<file path="src/eth_cfg.svh">
`ifndef ETH_CFG_SVH
`define ETH_CFG_SVH

// ----------------------------------------
// Elastic buffer sizing
// ----------------------------------------
`define BUF_DEPTH        16     // Column entries
`define BUF_ADDR_W       4      // log2 of BUF_DEPTH
`define BUF_START_LEVEL  4      // Fill level that releases a frame

// ----------------------------------------
// Stimulus limits
// ----------------------------------------
// Longest frame in 64-bit words
`define MAX_FRAME_WORDS  8

`endif
</file>
<file path="src/eth_pkg.sv">
package eth_pkg;

    // Column and lane vectors
    typedef logic [63:0] xgmii_data_t;   // One XGMII column, lane 0 in [7:0]
    typedef logic [7:0]  xgmii_ctrl_t;   // One control bit per lane
    typedef logic [7:0]  byte_mask_t;    // MAC byte enables, from lane 0 up
    typedef logic [7:0]  xgmii_char_t;   // Single lane character

    // ----------------------------------------
    // XGMII control codes
    // ----------------------------------------
    localparam xgmii_char_t XGMII_IDLE    = 8'h07;
    localparam xgmii_char_t XGMII_START   = 8'hfb;
    localparam xgmii_char_t XGMII_TERM    = 8'hfd;
    localparam xgmii_char_t XGMII_ERROR   = 8'hfe;
    localparam xgmii_char_t PREAMBLE_SFD  = 8'hd5;   // Last byte of start column
    localparam xgmii_char_t PREAMBLE_BYTE = 8'h55;

    // Transmit framer steps
    typedef enum logic [1:0] {
        TX_IDLE,     // Idle columns, waiting for tx_start
        TX_START,    // Start column out, tx_ack high
        TX_DATA,     // One data column per word
        TX_TERM      // Extra terminate column after an underrun
    } tx_state_t;

    // Receive parser
    typedef enum logic {
        RX_IDLE,
        RX_DATA
    } rx_state_t;

endpackage

</file>
<file path="src/xge_loopback.sv">
`timescale 1ns/10ps

module xge_loopback import eth_pkg::*; (
    input  logic        clk156_25,
    input  logic        rst,
    // MAC tx
    input  logic        tx_start,
    input  xgmii_data_t tx_data,
    input  byte_mask_t  tx_data_valid,
    input  logic        tx_underrun,
    output logic        tx_ack,
    // MAC rx
    output xgmii_data_t rx_data,
    output byte_mask_t  rx_data_valid,
    output logic        rx_good_frame,
    output logic        rx_bad_frame,
    output logic        buf_overflow
);

    // ----------------------------------------
    // XGMII loopback path
    // ----------------------------------------
    xgmii_data_t xgmii_txd;
    xgmii_ctrl_t xgmii_txc;
    xgmii_data_t xgmii_rxd;
    xgmii_ctrl_t xgmii_rxc;

    xgmii_tx_framer framer0 (
        .clk156_25(clk156_25),              // I
        .rst(rst),                          // I
        .tx_start(tx_start),                // I
        .tx_data(tx_data),                  // I [63:0]
        .tx_data_valid(tx_data_valid),      // I [7:0]
        .tx_underrun(tx_underrun),          // I
        .tx_ack(tx_ack),                    // O
        .xgmii_txd(xgmii_txd),              // O [63:0]
        .xgmii_txc(xgmii_txc)               // O [7:0]
    );

    // Stands in for the serdes link
    xgmii_elastic_buffer buffer0 (
        .clk156_25(clk156_25),              // I
        .rst(rst),                          // I
        .in_d(xgmii_txd),                   // I [63:0]
        .in_c(xgmii_txc),                   // I [7:0]
        .out_d(xgmii_rxd),                  // O [63:0]
        .out_c(xgmii_rxc),                  // O [7:0]
        .buf_overflow(buf_overflow)         // O
    );

    xgmii_rx_parser parser0 (
        .clk156_25(clk156_25),              // I
        .rst(rst),                          // I
        .xgmii_rxd(xgmii_rxd),              // I [63:0]
        .xgmii_rxc(xgmii_rxc),              // I [7:0]
        .rx_data(rx_data),                  // O [63:0]
        .rx_data_valid(rx_data_valid),      // O [7:0]
        .rx_good_frame(rx_good_frame),      // O
        .rx_bad_frame(rx_bad_frame)         // O
    );

endmodule

</file>
<file path="src/xgmii_rx_parser.sv">
`timescale 1ns/10ps

module xgmii_rx_parser import eth_pkg::*; (
    input  logic        clk156_25,
    input  logic        rst,
    input  xgmii_data_t xgmii_rxd,
    input  xgmii_ctrl_t xgmii_rxc,
    output xgmii_data_t rx_data,
    output byte_mask_t  rx_data_valid,
    output logic        rx_good_frame,
    output logic        rx_bad_frame
);

    rx_state_t   state;
    xgmii_data_t hold_d;          // Column held back one cycle
    byte_mask_t  hold_mask;       // Zero when nothing is held
    logic        hold_last;       // Held column already carried the terminate
    logic        err_flag;        // Error code seen in this frame
    xgmii_char_t lane_c [8];
    logic [7:0]  term_hit;
    logic        term_any;
    logic [2:0]  term_lane;       // Lowest lane with FD
    logic        err_hit;
    logic        start_hit;
    logic        frame_end;

    // ----------------------------------------
    // Column decode
    // ----------------------------------------
    always_comb begin
        for (int i = 0; i < 8; i++) begin
            lane_c[i] = xgmii_rxd[8*i +: 8];
        end
    end

    always_comb begin
        term_hit  = '0;
        term_lane = 3'd0;
        err_hit   = 1'b0;
        for (int i = 7; i >= 0; i--) begin
            if (xgmii_rxc[i] && lane_c[i] == XGMII_TERM) begin
                term_hit[i] = 1'b1;
                term_lane   = 3'(i);        // Lowest lane wins
            end
            if (xgmii_rxc[i] && lane_c[i] == XGMII_ERROR) begin
                err_hit = 1'b1;
            end
        end
    end

    assign term_any  = |term_hit;
    assign start_hit = xgmii_rxc[0] && (lane_c[0] == XGMII_START);

    // ----------------------------------------
    // MAC receive side
    // ----------------------------------------
    assign rx_data       = hold_d;
    assign rx_data_valid = hold_mask;
    // Last word either carried FD itself or is followed by FD in lane 0
    assign frame_end     = (hold_mask != '0) && (hold_last || term_hit[0]);
    assign rx_good_frame = frame_end && !(err_flag || (term_hit[0] && err_hit));
    assign rx_bad_frame  = frame_end && (err_flag || (term_hit[0] && err_hit));

    always_ff @(posedge clk156_25) begin
        if (state == RX_DATA && !term_hit[0]) begin
            hold_d <= xgmii_rxd;
        end
    end

    always_ff @(posedge clk156_25) begin
        if (rst) begin
            state     <= RX_IDLE;
            hold_mask <= '0;
            hold_last <= 1'b0;
            err_flag  <= 1'b0;
        end else begin
            case (state)
                RX_IDLE: begin
                    hold_mask <= '0;                // Last word goes out once
                    hold_last <= 1'b0;
                    if (start_hit) begin
                        err_flag <= 1'b0;           // Start column dropped
                        state    <= RX_DATA;
                    end
                end
                RX_DATA: begin
                    if (term_any && term_lane == 3'd0) begin
                        hold_mask <= '0;            // Held word closes this cycle
                        hold_last <= 1'b0;
                        state     <= RX_IDLE;
                    end else if (term_any) begin
                        hold_mask <= byte_mask_t'((8'h01 << term_lane) - 8'h01);
                        hold_last <= 1'b1;
                        err_flag  <= err_flag | err_hit;
                        state     <= RX_IDLE;
                    end else begin
                        hold_mask <= 8'hff;         // Data or error column
                        hold_last <= 1'b0;
                        err_flag  <= err_flag | err_hit;
                    end
                end
                default: state <= RX_IDLE;
            endcase
        end
    end

endmodule

</file>
<file path="src/xgmii_elastic_buffer.sv">
`timescale 1ns/10ps
`include "eth_cfg.svh"

module xgmii_elastic_buffer import eth_pkg::*; (
    input  logic        clk156_25,
    input  logic        rst,
    input  xgmii_data_t in_d,
    input  xgmii_ctrl_t in_c,
    output xgmii_data_t out_d,
    output xgmii_ctrl_t out_c,
    output logic        buf_overflow    // Sticky until reset
);

    localparam xgmii_data_t            IDLE_COL  = {8{XGMII_IDLE}};
    localparam logic [`BUF_ADDR_W:0]   FULL_LVL  = `BUF_DEPTH;
    localparam logic [`BUF_ADDR_W:0]   START_LVL = `BUF_START_LEVEL;

    xgmii_data_t            mem_d [`BUF_DEPTH];
    xgmii_ctrl_t            mem_c [`BUF_DEPTH];
    logic                   mem_t [`BUF_DEPTH];     // Entry holds a terminate
    logic [`BUF_ADDR_W-1:0] wr_ptr;
    logic [`BUF_ADDR_W-1:0] rd_ptr;
    logic [`BUF_ADDR_W:0]   count;                  // Occupancy
    logic [`BUF_ADDR_W:0]   term_cnt;               // Terminates stored
    logic                   draining;               // Frame released
    logic                   in_idle;
    logic                   in_term;
    logic                   full;
    logic                   wr_en;
    logic                   rd_en;
    logic                   wr_term;
    logic                   rd_term;

    always_comb begin
        in_term = 1'b0;
        for (int i = 0; i < 8; i++) begin
            if (in_c[i] && in_d[8*i +: 8] == XGMII_TERM) begin
                in_term = 1'b1;
            end
        end
    end

    assign in_idle = (in_c == 8'hff) && (in_d == IDLE_COL);  // Idles are not stored
    assign full    = (count == FULL_LVL);
    assign wr_en   = !in_idle && !full;
    assign rd_en   = draining && (count != '0);
    assign wr_term = wr_en && in_term;
    assign rd_term = rd_en && mem_t[rd_ptr];

    // Storage array
    always_ff @(posedge clk156_25) begin
        if (wr_en) begin
            mem_d[wr_ptr] <= in_d;
            mem_c[wr_ptr] <= in_c;
            mem_t[wr_ptr] <= in_term;
        end
    end

    // ----------------------------------------
    // Pointers, release and output
    // ----------------------------------------
    always_ff @(posedge clk156_25) begin
        if (rst) begin
            wr_ptr       <= '0;
            rd_ptr       <= '0;
            count        <= '0;
            term_cnt     <= '0;
            draining     <= 1'b0;
            buf_overflow <= 1'b0;
            out_d        <= IDLE_COL;
            out_c        <= 8'hff;
        end else begin
            if (wr_en) wr_ptr <= wr_ptr + 1'b1;
            if (rd_en) rd_ptr <= rd_ptr + 1'b1;
            count    <= count + {{`BUF_ADDR_W{1'b0}}, wr_en} - {{`BUF_ADDR_W{1'b0}}, rd_en};
            term_cnt <= term_cnt + {{`BUF_ADDR_W{1'b0}}, wr_term}
                                 - {{`BUF_ADDR_W{1'b0}}, rd_term};
            if (!in_idle && full) buf_overflow <= 1'b1;   // Column dropped
            if (rd_en) begin
                out_d <= mem_d[rd_ptr];
                out_c <= mem_c[rd_ptr];
            end else begin
                out_d <= IDLE_COL;                        // Idle refill
                out_c <= 8'hff;
            end
            // Stop after the terminate column, rearm on level or stored terminate
            if (rd_term) draining <= 1'b0;
            else if (!draining && (count >= START_LVL || term_cnt != '0)) draining <= 1'b1;
        end
    end

endmodule

</file>
<file path="src/xgmii_tx_framer.sv">
`timescale 1ns/10ps

module xgmii_tx_framer import eth_pkg::*; (
    input  logic        clk156_25,
    input  logic        rst,
    input  logic        tx_start,       // One-cycle request for a new frame
    input  xgmii_data_t tx_data,
    input  byte_mask_t  tx_data_valid,
    input  logic        tx_underrun,
    output logic        tx_ack,         // First word wanted this cycle
    output xgmii_data_t xgmii_txd,
    output xgmii_ctrl_t xgmii_txc
);

    // ----------------------------------------
    // Fixed columns
    // ----------------------------------------
    localparam xgmii_data_t IDLE_COL  = {8{XGMII_IDLE}};
    localparam xgmii_data_t START_COL = {PREAMBLE_SFD, {6{PREAMBLE_BYTE}}, XGMII_START};
    localparam xgmii_data_t TERM_COL  = {{7{XGMII_IDLE}}, XGMII_TERM};   // FD in lane 0
    localparam xgmii_data_t ERROR_COL = {8{XGMII_ERROR}};

    tx_state_t   state;
    logic [3:0]  n_bytes;       // Valid bytes in the word, 0 to 8
    xgmii_data_t word_d;        // Word with terminate and idle fill
    xgmii_ctrl_t word_c;

    // Ack is just the start-column cycle
    assign tx_ack = (state == TX_START);

    // Mask is contiguous, so the count is the terminate lane
    always_comb begin
        n_bytes = 4'd0;
        for (int i = 0; i < 8; i++) begin
            n_bytes = n_bytes + {3'd0, tx_data_valid[i]};
        end
    end

    // Data lanes below n_bytes, FD at n_bytes, idle above
    // Full mask gives a plain data column, empty mask a bare terminate
    always_comb begin
        word_d = tx_data;
        word_c = '0;
        for (int i = 0; i < 8; i++) begin
            if (i == int'(n_bytes)) begin
                word_d[8*i +: 8] = XGMII_TERM;
                word_c[i]        = 1'b1;
            end else if (i > int'(n_bytes)) begin
                word_d[8*i +: 8] = XGMII_IDLE;      // Fill after terminate
                word_c[i]        = 1'b1;
            end
        end
    end

    // ----------------------------------------
    // Column sequencer
    // ----------------------------------------
    always_ff @(posedge clk156_25) begin
        if (rst) begin
            state     <= TX_IDLE;
            xgmii_txd <= IDLE_COL;
            xgmii_txc <= 8'hff;
        end else begin
            case (state)
                TX_IDLE: begin
                    if (tx_start) begin
                        xgmii_txd <= START_COL;
                        xgmii_txc <= 8'h01;         // Only lane 0 is control
                        state     <= TX_START;
                    end else begin
                        xgmii_txd <= IDLE_COL;
                        xgmii_txc <= 8'hff;
                    end
                end
                TX_START, TX_DATA: begin
                    if (tx_underrun) begin
                        // Kill the frame, terminate follows
                        xgmii_txd <= ERROR_COL;
                        xgmii_txc <= 8'hff;
                        state     <= TX_TERM;
                    end else begin
                        xgmii_txd <= word_d;
                        xgmii_txc <= word_c;
                        // Anything short of a full word closes the frame
                        state     <= (tx_data_valid == 8'hff) ? TX_DATA : TX_IDLE;
                    end
                end
                TX_TERM: begin
                    xgmii_txd <= TERM_COL;
                    xgmii_txc <= 8'hff;
                    state     <= TX_IDLE;
                end
                default: begin
                    xgmii_txd <= IDLE_COL;
                    xgmii_txc <= 8'hff;
                    state     <= TX_IDLE;
                end
            endcase
        end
    end

endmodule

</file>
<file path="config.mk">
export PLATFORM = sky130hd
export DESIGN_NAME = xge_loopback
export DESIGN_NICKNAME = d
export VERILOG_FILES = /design/src/eth_pkg.sv /design/src/xge_loopback.sv /design/src/xgmii_rx_parser.sv /design/src/xgmii_elastic_buffer.sv /design/src/xgmii_tx_framer.sv
export VERILOG_INCLUDE_DIRS = /design/src
export SDC_FILE = /design/constraint.sdc
export NUM_CORES = 2
export LEC_CHECK = 0
export BUFFER_PORTS_ARGS = -buffer_cell sky130_fd_sc_hd__buf_2
export CAP_MARGIN = 0
export CORE_AREA = 2 2 263 459
export DETAILED_ROUTE_END_ITERATION = 8
export DIE_AREA = 0 0 265 461
export GPL_TIMING_DRIVEN = 0
export PLACE_DENSITY = 0.58
export SYNTH_ARGS = -nofsm -noshare
export SYNTH_HDL_FRONTEND = slang
export SYNTH_SLANG_ARGS = --single-unit
</file>
<file path="constraint.sdc">
create_clock -name clk156_25 -period 6.1 [get_ports clk156_25]
set_clock_uncertainty 0.15 [all_clocks]
set_input_delay 0.915 -clock clk156_25 [delete_from_list [all_inputs] [get_ports clk156_25]]
set_output_delay 0.915 -clock clk156_25 [all_outputs]
set_load 0.02 [all_outputs]
</file>
* Yosys cells after proc, flatten, opt, wreduce, memory -nomap -nowiden
Memory sizes are Yosys's and may differ from the RTL's. A register that Yosys moved wholly into a read port is not among the register bits.
Cells that the tools add are included.
** Storage, ports and cells
- Output and inout port bits :: 76
- RAM bits :: 1168
- Bits in registers :: 169
- Input port bits :: 76
- Memories :: 3
** Memories
- buffer0.mem_d :: depth 16, width 64, read ports 1, clocked after memory_dff 1, write ports 1, RTL line xgmii_elastic_buffer.sv:18 : xgmii_data_t mem_d [`BUF_DEPTH];
- buffer0.mem_c :: depth 16, width 8, read ports 1, clocked after memory_dff 1, write ports 1, RTL line xgmii_elastic_buffer.sv:19 : xgmii_ctrl_t mem_c [`BUF_DEPTH];
- buffer0.mem_t :: depth 16, width 1, read ports 1, clocked after memory_dff 1, write ports 1, RTL line xgmii_elastic_buffer.sv:20 : logic mem_t [`BUF_DEPTH];
** Cells by class
- Add/subtract/negate cells :: 14
- Bitwise gates (word level) :: 3
- Order comparisons :: 8
- Mux-type cells :: 89
- Shift-type cells :: 1
- Reduce and logical (&&, ||, !) cells :: 57
- Equal/unequal tests :: 42
** Operators by type and width (number)
- 8-bit equality test (second input constant) :: 27
- 64-bit one-hot mux with 3 select lines :: 1
- 8-bit 2-to-1 mux :: 19
- 64-bit 2-to-1 mux :: 2
- 64-bit by 59-bit equality test with 1-bit output (second input constant) :: 1
- 1-bit 2-to-1 mux :: 48
- 1-bit logical AND :: 38
- 4-bit by 1-bit adder with 4-bit output :: 6
- 3-bit 2-to-1 mux :: 8
- 8-bit one-hot mux with 3 select lines :: 1
- 4-bit equality test (first input constant) :: 4
- 3-bit by 4-bit greater-than comparator with 1-bit output (first input constant) :: 4
- 8-bit one-hot mux with 2 select lines :: 1
- 5-bit by 1-bit adder with 5-bit output :: 2
- 5-bit nonzero test :: 2
- 5-bit by 1-bit subtractor with 5-bit output :: 2
- 4-bit by 1-bit adder with 4-bit output (second input constant) :: 2
- 3-bit by 4-bit equality test with 1-bit output (first input constant) :: 2
- 2-bit by 4-bit greater-than comparator with 1-bit output (first input constant) :: 2
- 4-bit 2-to-1 mux :: 2
- 8-bit nonzero test :: 1
- 8-bit OR reduction :: 1
- 1-bit by 3-bit << shifter with 8-bit output (first input constant) :: 1
- 8-bit by 1-bit subtractor with 8-bit output (second input constant) :: 1
- other kinds (21) :: 36

* Longest topological paths before layout
- Depth in word-level cells :: 15
- Depth in mapped cells :: 16

* Modules after synthesis
Synthesis repeated with hierarchy kept, for this count alone.
** Second synthesis, totals
- Cell total of the unflattened synthesis :: 2677
- Area total of the unflattened synthesis :: 53689.0 um^2
** By module, submodules not included
- xgmii_elastic_buffer :: area each 47618.2 um^2, cells an instance 2159, instances 1
- xgmii_tx_framer :: area each 3163.0 um^2, cells an instance 338, instances 1
- xgmii_rx_parser :: area each 2907.8 um^2, cells an instance 180, instances 1

* Least setup slack after synthesis
Ideal clock, no wire load.
- Path kind :: input to register
- Start point :: in tx_data_valid[0]
- End point :: reg framer0.xgmii_txd[1]
- Library setup time :: 0.127 ns
- Stages :: 12
- Path slack :: 1.520 ns
- Arrival time :: 4.303 ns
- Cells stage by stage :: ha_1 -> inv_1 -> fa_1 -> fa_1 -> fa_1 -> fa_1 -> nand2b_1 -> o31ai_2 -> clkbuf_1 -> nand3_1 -> a211oi_1 -> a31oi_1
** Between the ends
- Cells in the longest elaborated chain, start to end :: 11
** RTL lines
- start: declaration :: RTL line xge_loopback.sv:9 : input byte_mask_t tx_data_valid,
- 1-bit by 1-bit adder with 2-bit output :: RTL line xgmii_tx_framer.sv:35 : n_bytes = n_bytes + {3'd0, tx_data_valid[i]};
- 4-bit by 1-bit adder with 4-bit output (6 in series) :: RTL line xgmii_tx_framer.sv:35
- 4-bit logical NOT :: RTL line xgmii_tx_framer.sv:45 : if (i == int'(n_bytes)) begin
- 8-bit 2-to-1 mux :: RTL line xgmii_tx_framer.sv:45
- 64-bit 2-to-1 mux :: RTL line xgmii_tx_framer.sv:76 : if (tx_underrun) begin
- 64-bit one-hot mux with 3 select lines :: RTL line xgmii_tx_framer.sv:64 : case (state)
- end signal: assignment :: RTL line xgmii_tx_framer.sv:82 : xgmii_txd <= word_d;
- end: declaration :: RTL line xgmii_tx_framer.sv:11 : output xgmii_data_t xgmii_txd,
No other way between the ends.
A chain may end at the register's enable or synchronous reset.

* Worst setup path in the final report
- Start point :: in tx_data_valid[1]
- End point :: reg framer0.xgmii_txd[1]
The elaborated chain is that of the path after synthesis.

==> impl_results.md <==
- Wl on met1: 54400 µm
- Most common cell in the netlist: edfxtp_1
- Main synth FF type: edfxtp_1
- Layout area overhead: 14.9%
- Synth unique cells: 59
- Post-synth top cells: edfxtp_1 (1232), mux4_2 (365), dfxtp_1 (181)
- Hold_sp: tx_data[6]
- Power Density: 433 nW/µm²
- Total power: 26.3 mW
- Filler cells: 9318
- Final #Nets: 2889
- Vias in the first global route: 27800
- Synth warn: 0
- Met2 Wirelength: 78100 µm
- Reg-to-Reg Start: framer0.xgmii_txd[24]$_SDFF_PP1_
- Seq/Total Area, Yosys: 76.8%
- Number of buffers added on ports: 150
- Total setup buffers inserted after CTS: 0
- Cell mode on critical path: fa_1
- Initial Utilization: 44.7%
- CTS Root Cell: clkbuf_16
- Max Clock Freq: 204 MHz
- First-pass GRT wire length: 208000 µm
- CTS clk-pin slew, worst paths: 0.07 ns
- Crit end category: register
- Crit path launch type: primary input
- Top-area cell type share of the netlist area: 70.0%
- Core area: 118000 µm²
- Min cycle time layout: 4.89 ns
- Fraction of registers with async set/reset: 0%
- Pin count of the biggest net entering global routing: 41
- Yosys reg bits: 1413
- Detailed placement HPWL: 96400 µm
- Clk sink count: 1413
- Vias per cell: 6.08
- Worst Setup Path Type: primary input to register
- Full die area: 122000 µm²
- Final hold viol count: 0
- Worst skew pair latency: 0.75 ns
- Maximum fanout along the worst path: 10
- Post-cts sizing count: 0
- Area contributors post-synth: edfxtp_1 (70%), mux4_2 (16%), dfxtp_1 (6.9%), and3_1 (0.71%), ha_1 (0.62%)
- Syn avg cell area: 21.4 µm²
- Share of cells above drive strength 1: 28.0%
- Total number of vias: 26800
- RSZ-0062 raised after global routing: no
- H-tree levels: 3
- Total routed wirelength: 150000 µm
- Top sig layer: met5
- 1st-iter DRT viols: 3014
- Number of cell rows: 167
- Average routed wire per standard cell: 33.9 µm
- CTS hold repair buffers: 0
- HP Class: primary input to register
- Status: finished clean
- Worst EP required: 6.56 ns
- Max Cap Violations: 0
- Final Setup Violations: 0
- Ports: 152
- Slew HR: 11.0%
- Leakage: 19.3 nW
- GR Util All Layers: 24.8%
- Final Hold Slack: 0.233 ns
- CTS tree: yes
- Crit path largest cell delay: 0.93 ns
- VDD IR max: 276 µV
- Cell Area, Synth: 52900 µm²
- Hold endpoint: framer0.xgmii_txd[6]$_SDFF_PP0_
- Max-slew violations: 0
- Post-Syn Nets: 2581
- CTS max path bufs: 3
- CP arrival: 5.35 ns
- Post-DRT Antenna Nets: 0
- Period utilisation layout: 80.2%
- Critical Path, Cell by Cell: buf_2 > ha_1 > inv_1 > fa_1 > fa_1 > fa_1 > fa_1 > nand2b_1 > o31ai_2 > clkbuf_1 > nand3_1 > a211oi_1 > a31oi_1
- CTS Buf Count: 121
- Mapped Cells: 2473
- Reg-to-Reg End: buffer0.term_cnt[4]$_SDFF_PP0_
- Die height: 461 µm
- Worst Tran Pin Value: 1.33 ns
- DRT Pass-1 Iters: 6
- Grt ovf: 0
- Chip width: 265 µm
- Synth area leader: edfxtp_1
- # DRC: 0
- Worst reg2reg setup slack: 1.40 ns
- Initial antenna violation count: 9
- Number of synthesized flops with an enable pin: 1232
- Slowest-stage cell, CP: o31ai_2
- Worst Reg-to-Reg Cells: 13
- Final RePlAce weighted congestion: 0.919
- Worst Hold Depth: 2
- DR WL met3: 11800 µm
## how the worst max path moves through the flow
stage	from	cells past startpoint	endpoint
final	tx_data_valid[1]	13	framer0.xgmii_txd[1]$_SDFF_PP1_
after global routing	framer0.xgmii_txd[48]$_SDFF_PP1_	13	buffer0.term_cnt[4]$_SDFF_PP0_
after CTS	framer0.xgmii_txd[48]$_SDFF_PP1_	13	buffer0.term_cnt[4]$_SDFF_PP0_
after detailed placement	tx_data_valid[1]	13	framer0.xgmii_txd[1]$_SDFF_PP1_
after global placement	framer0.xgmii_txd[23]$_SDFF_PP0_	7	buffer0.mem_d[8][53]$_DFFE_PP_
after floorplan	tx_data_valid[0]	12	framer0.xgmii_txd[1]$_SDFF_PP1_
## final cells by class
cell class / count / area [µm²] / share of cell area [%]
Sequential cell: 1413 / 40600 / 66.9
Multi-Input combinational cell: 893 / 11700 / 19.2
Clock buffer: 167 / 3440 / 5.67
Tap cell: 1521 / 1900 / 3.13
Timing Repair Buffer: 185 / 1620 / 2.67
Clock inverter: 63 / 778 / 1.28
Buffer: 116 / 485 / 0.799
Inverter: 51 / 191 / 0.315
Antenna cell: 5 / 12.5 / 0.0206
## state kept, by name (all words and copies together) (netlist names), 16 cells and up, named ones only
signal	count
buffer0.mem_d	1024
buffer0.mem_c	128
buffer0.out_d	64
framer0.xgmii_txd	64
parser0.rx_data	64
buffer0.mem_t	16
## cell usage in the layout, fill, tap and decap left out, types with 44 or more instances in the layout
master / n
o21ai_0: 45
buf_2: 184
inv_1: 50
a21oi_1: 49
clkbuf_1: 88
dfxtp_1: 181
nand2_1: 47
edfxtp_1: 1232
and3_1: 44
mux4_2: 365
clkbuf_16: 125
## through the flow
stage / TNS (ns) / util (%) / cell area, µm² / std cells / setup slack (ns)
after CTS: 0 / 51.3 / 60700 / 4409 / 1.40
after global routing: 0 / 51.4 / 60700 / 4412 / 1.08
final: 0 / 51.4 / 60700 / 4414 / 1.21
after global placement: -1087.77 / 47.0 / 55500 / 4144 / -1.21
after floorplan: 0 / - / 52900 / 2473 / 1.52
after detailed placement: 0 / 47.8 / 56500 / 4179 / 0.673
## kinds of logic after synthesis
group / Yosys count / synth area share [%]
compound gates: 160 / 1.85
mux: 367 / 15.6
xor+xnor: 9 / 0.149
flops: 1413 / 76.8
buf+inv: 167 / 1.28
simple gates: 325 / 3.48
fa+ha+maj: 32 / 0.842
## layer usage
layer | track usage [%] | vias to the layer above
met2 | 43.7 | 1331
met1 | 30.5 | 14300
met4 | 8.87 | 4
met3 | 4.78 | 269
li1 | - | 10900
met5 | 0 | -
## critical path: cells and delay by family
kind / cells / cell delay [ns]
adder cells (fa/ha/maj): 5 / 2.14
buffers and inverters: 3 / 0.68
AND/OR/NAND/NOR: 2 / 0.35
AO/OA/AOI/OAI: 3 / 1.26
## power breakdown
| part | leakage (nW) | total, mW | switching (mW) | internal (mW) |
|---|---|---|---|---|
| Sequential | 12.6 | 12.8 | 0.687 | 12.1 |
| Clock | 2.05 | 8.19 | 3.52 | 4.67 |
| Combinational | 4.68 | 5.32 | 3.13 | 2.19 |
| Total | 19.3 | 26.3 | 7.34 | 19.0 |
(Power assumes the default switching activity.)
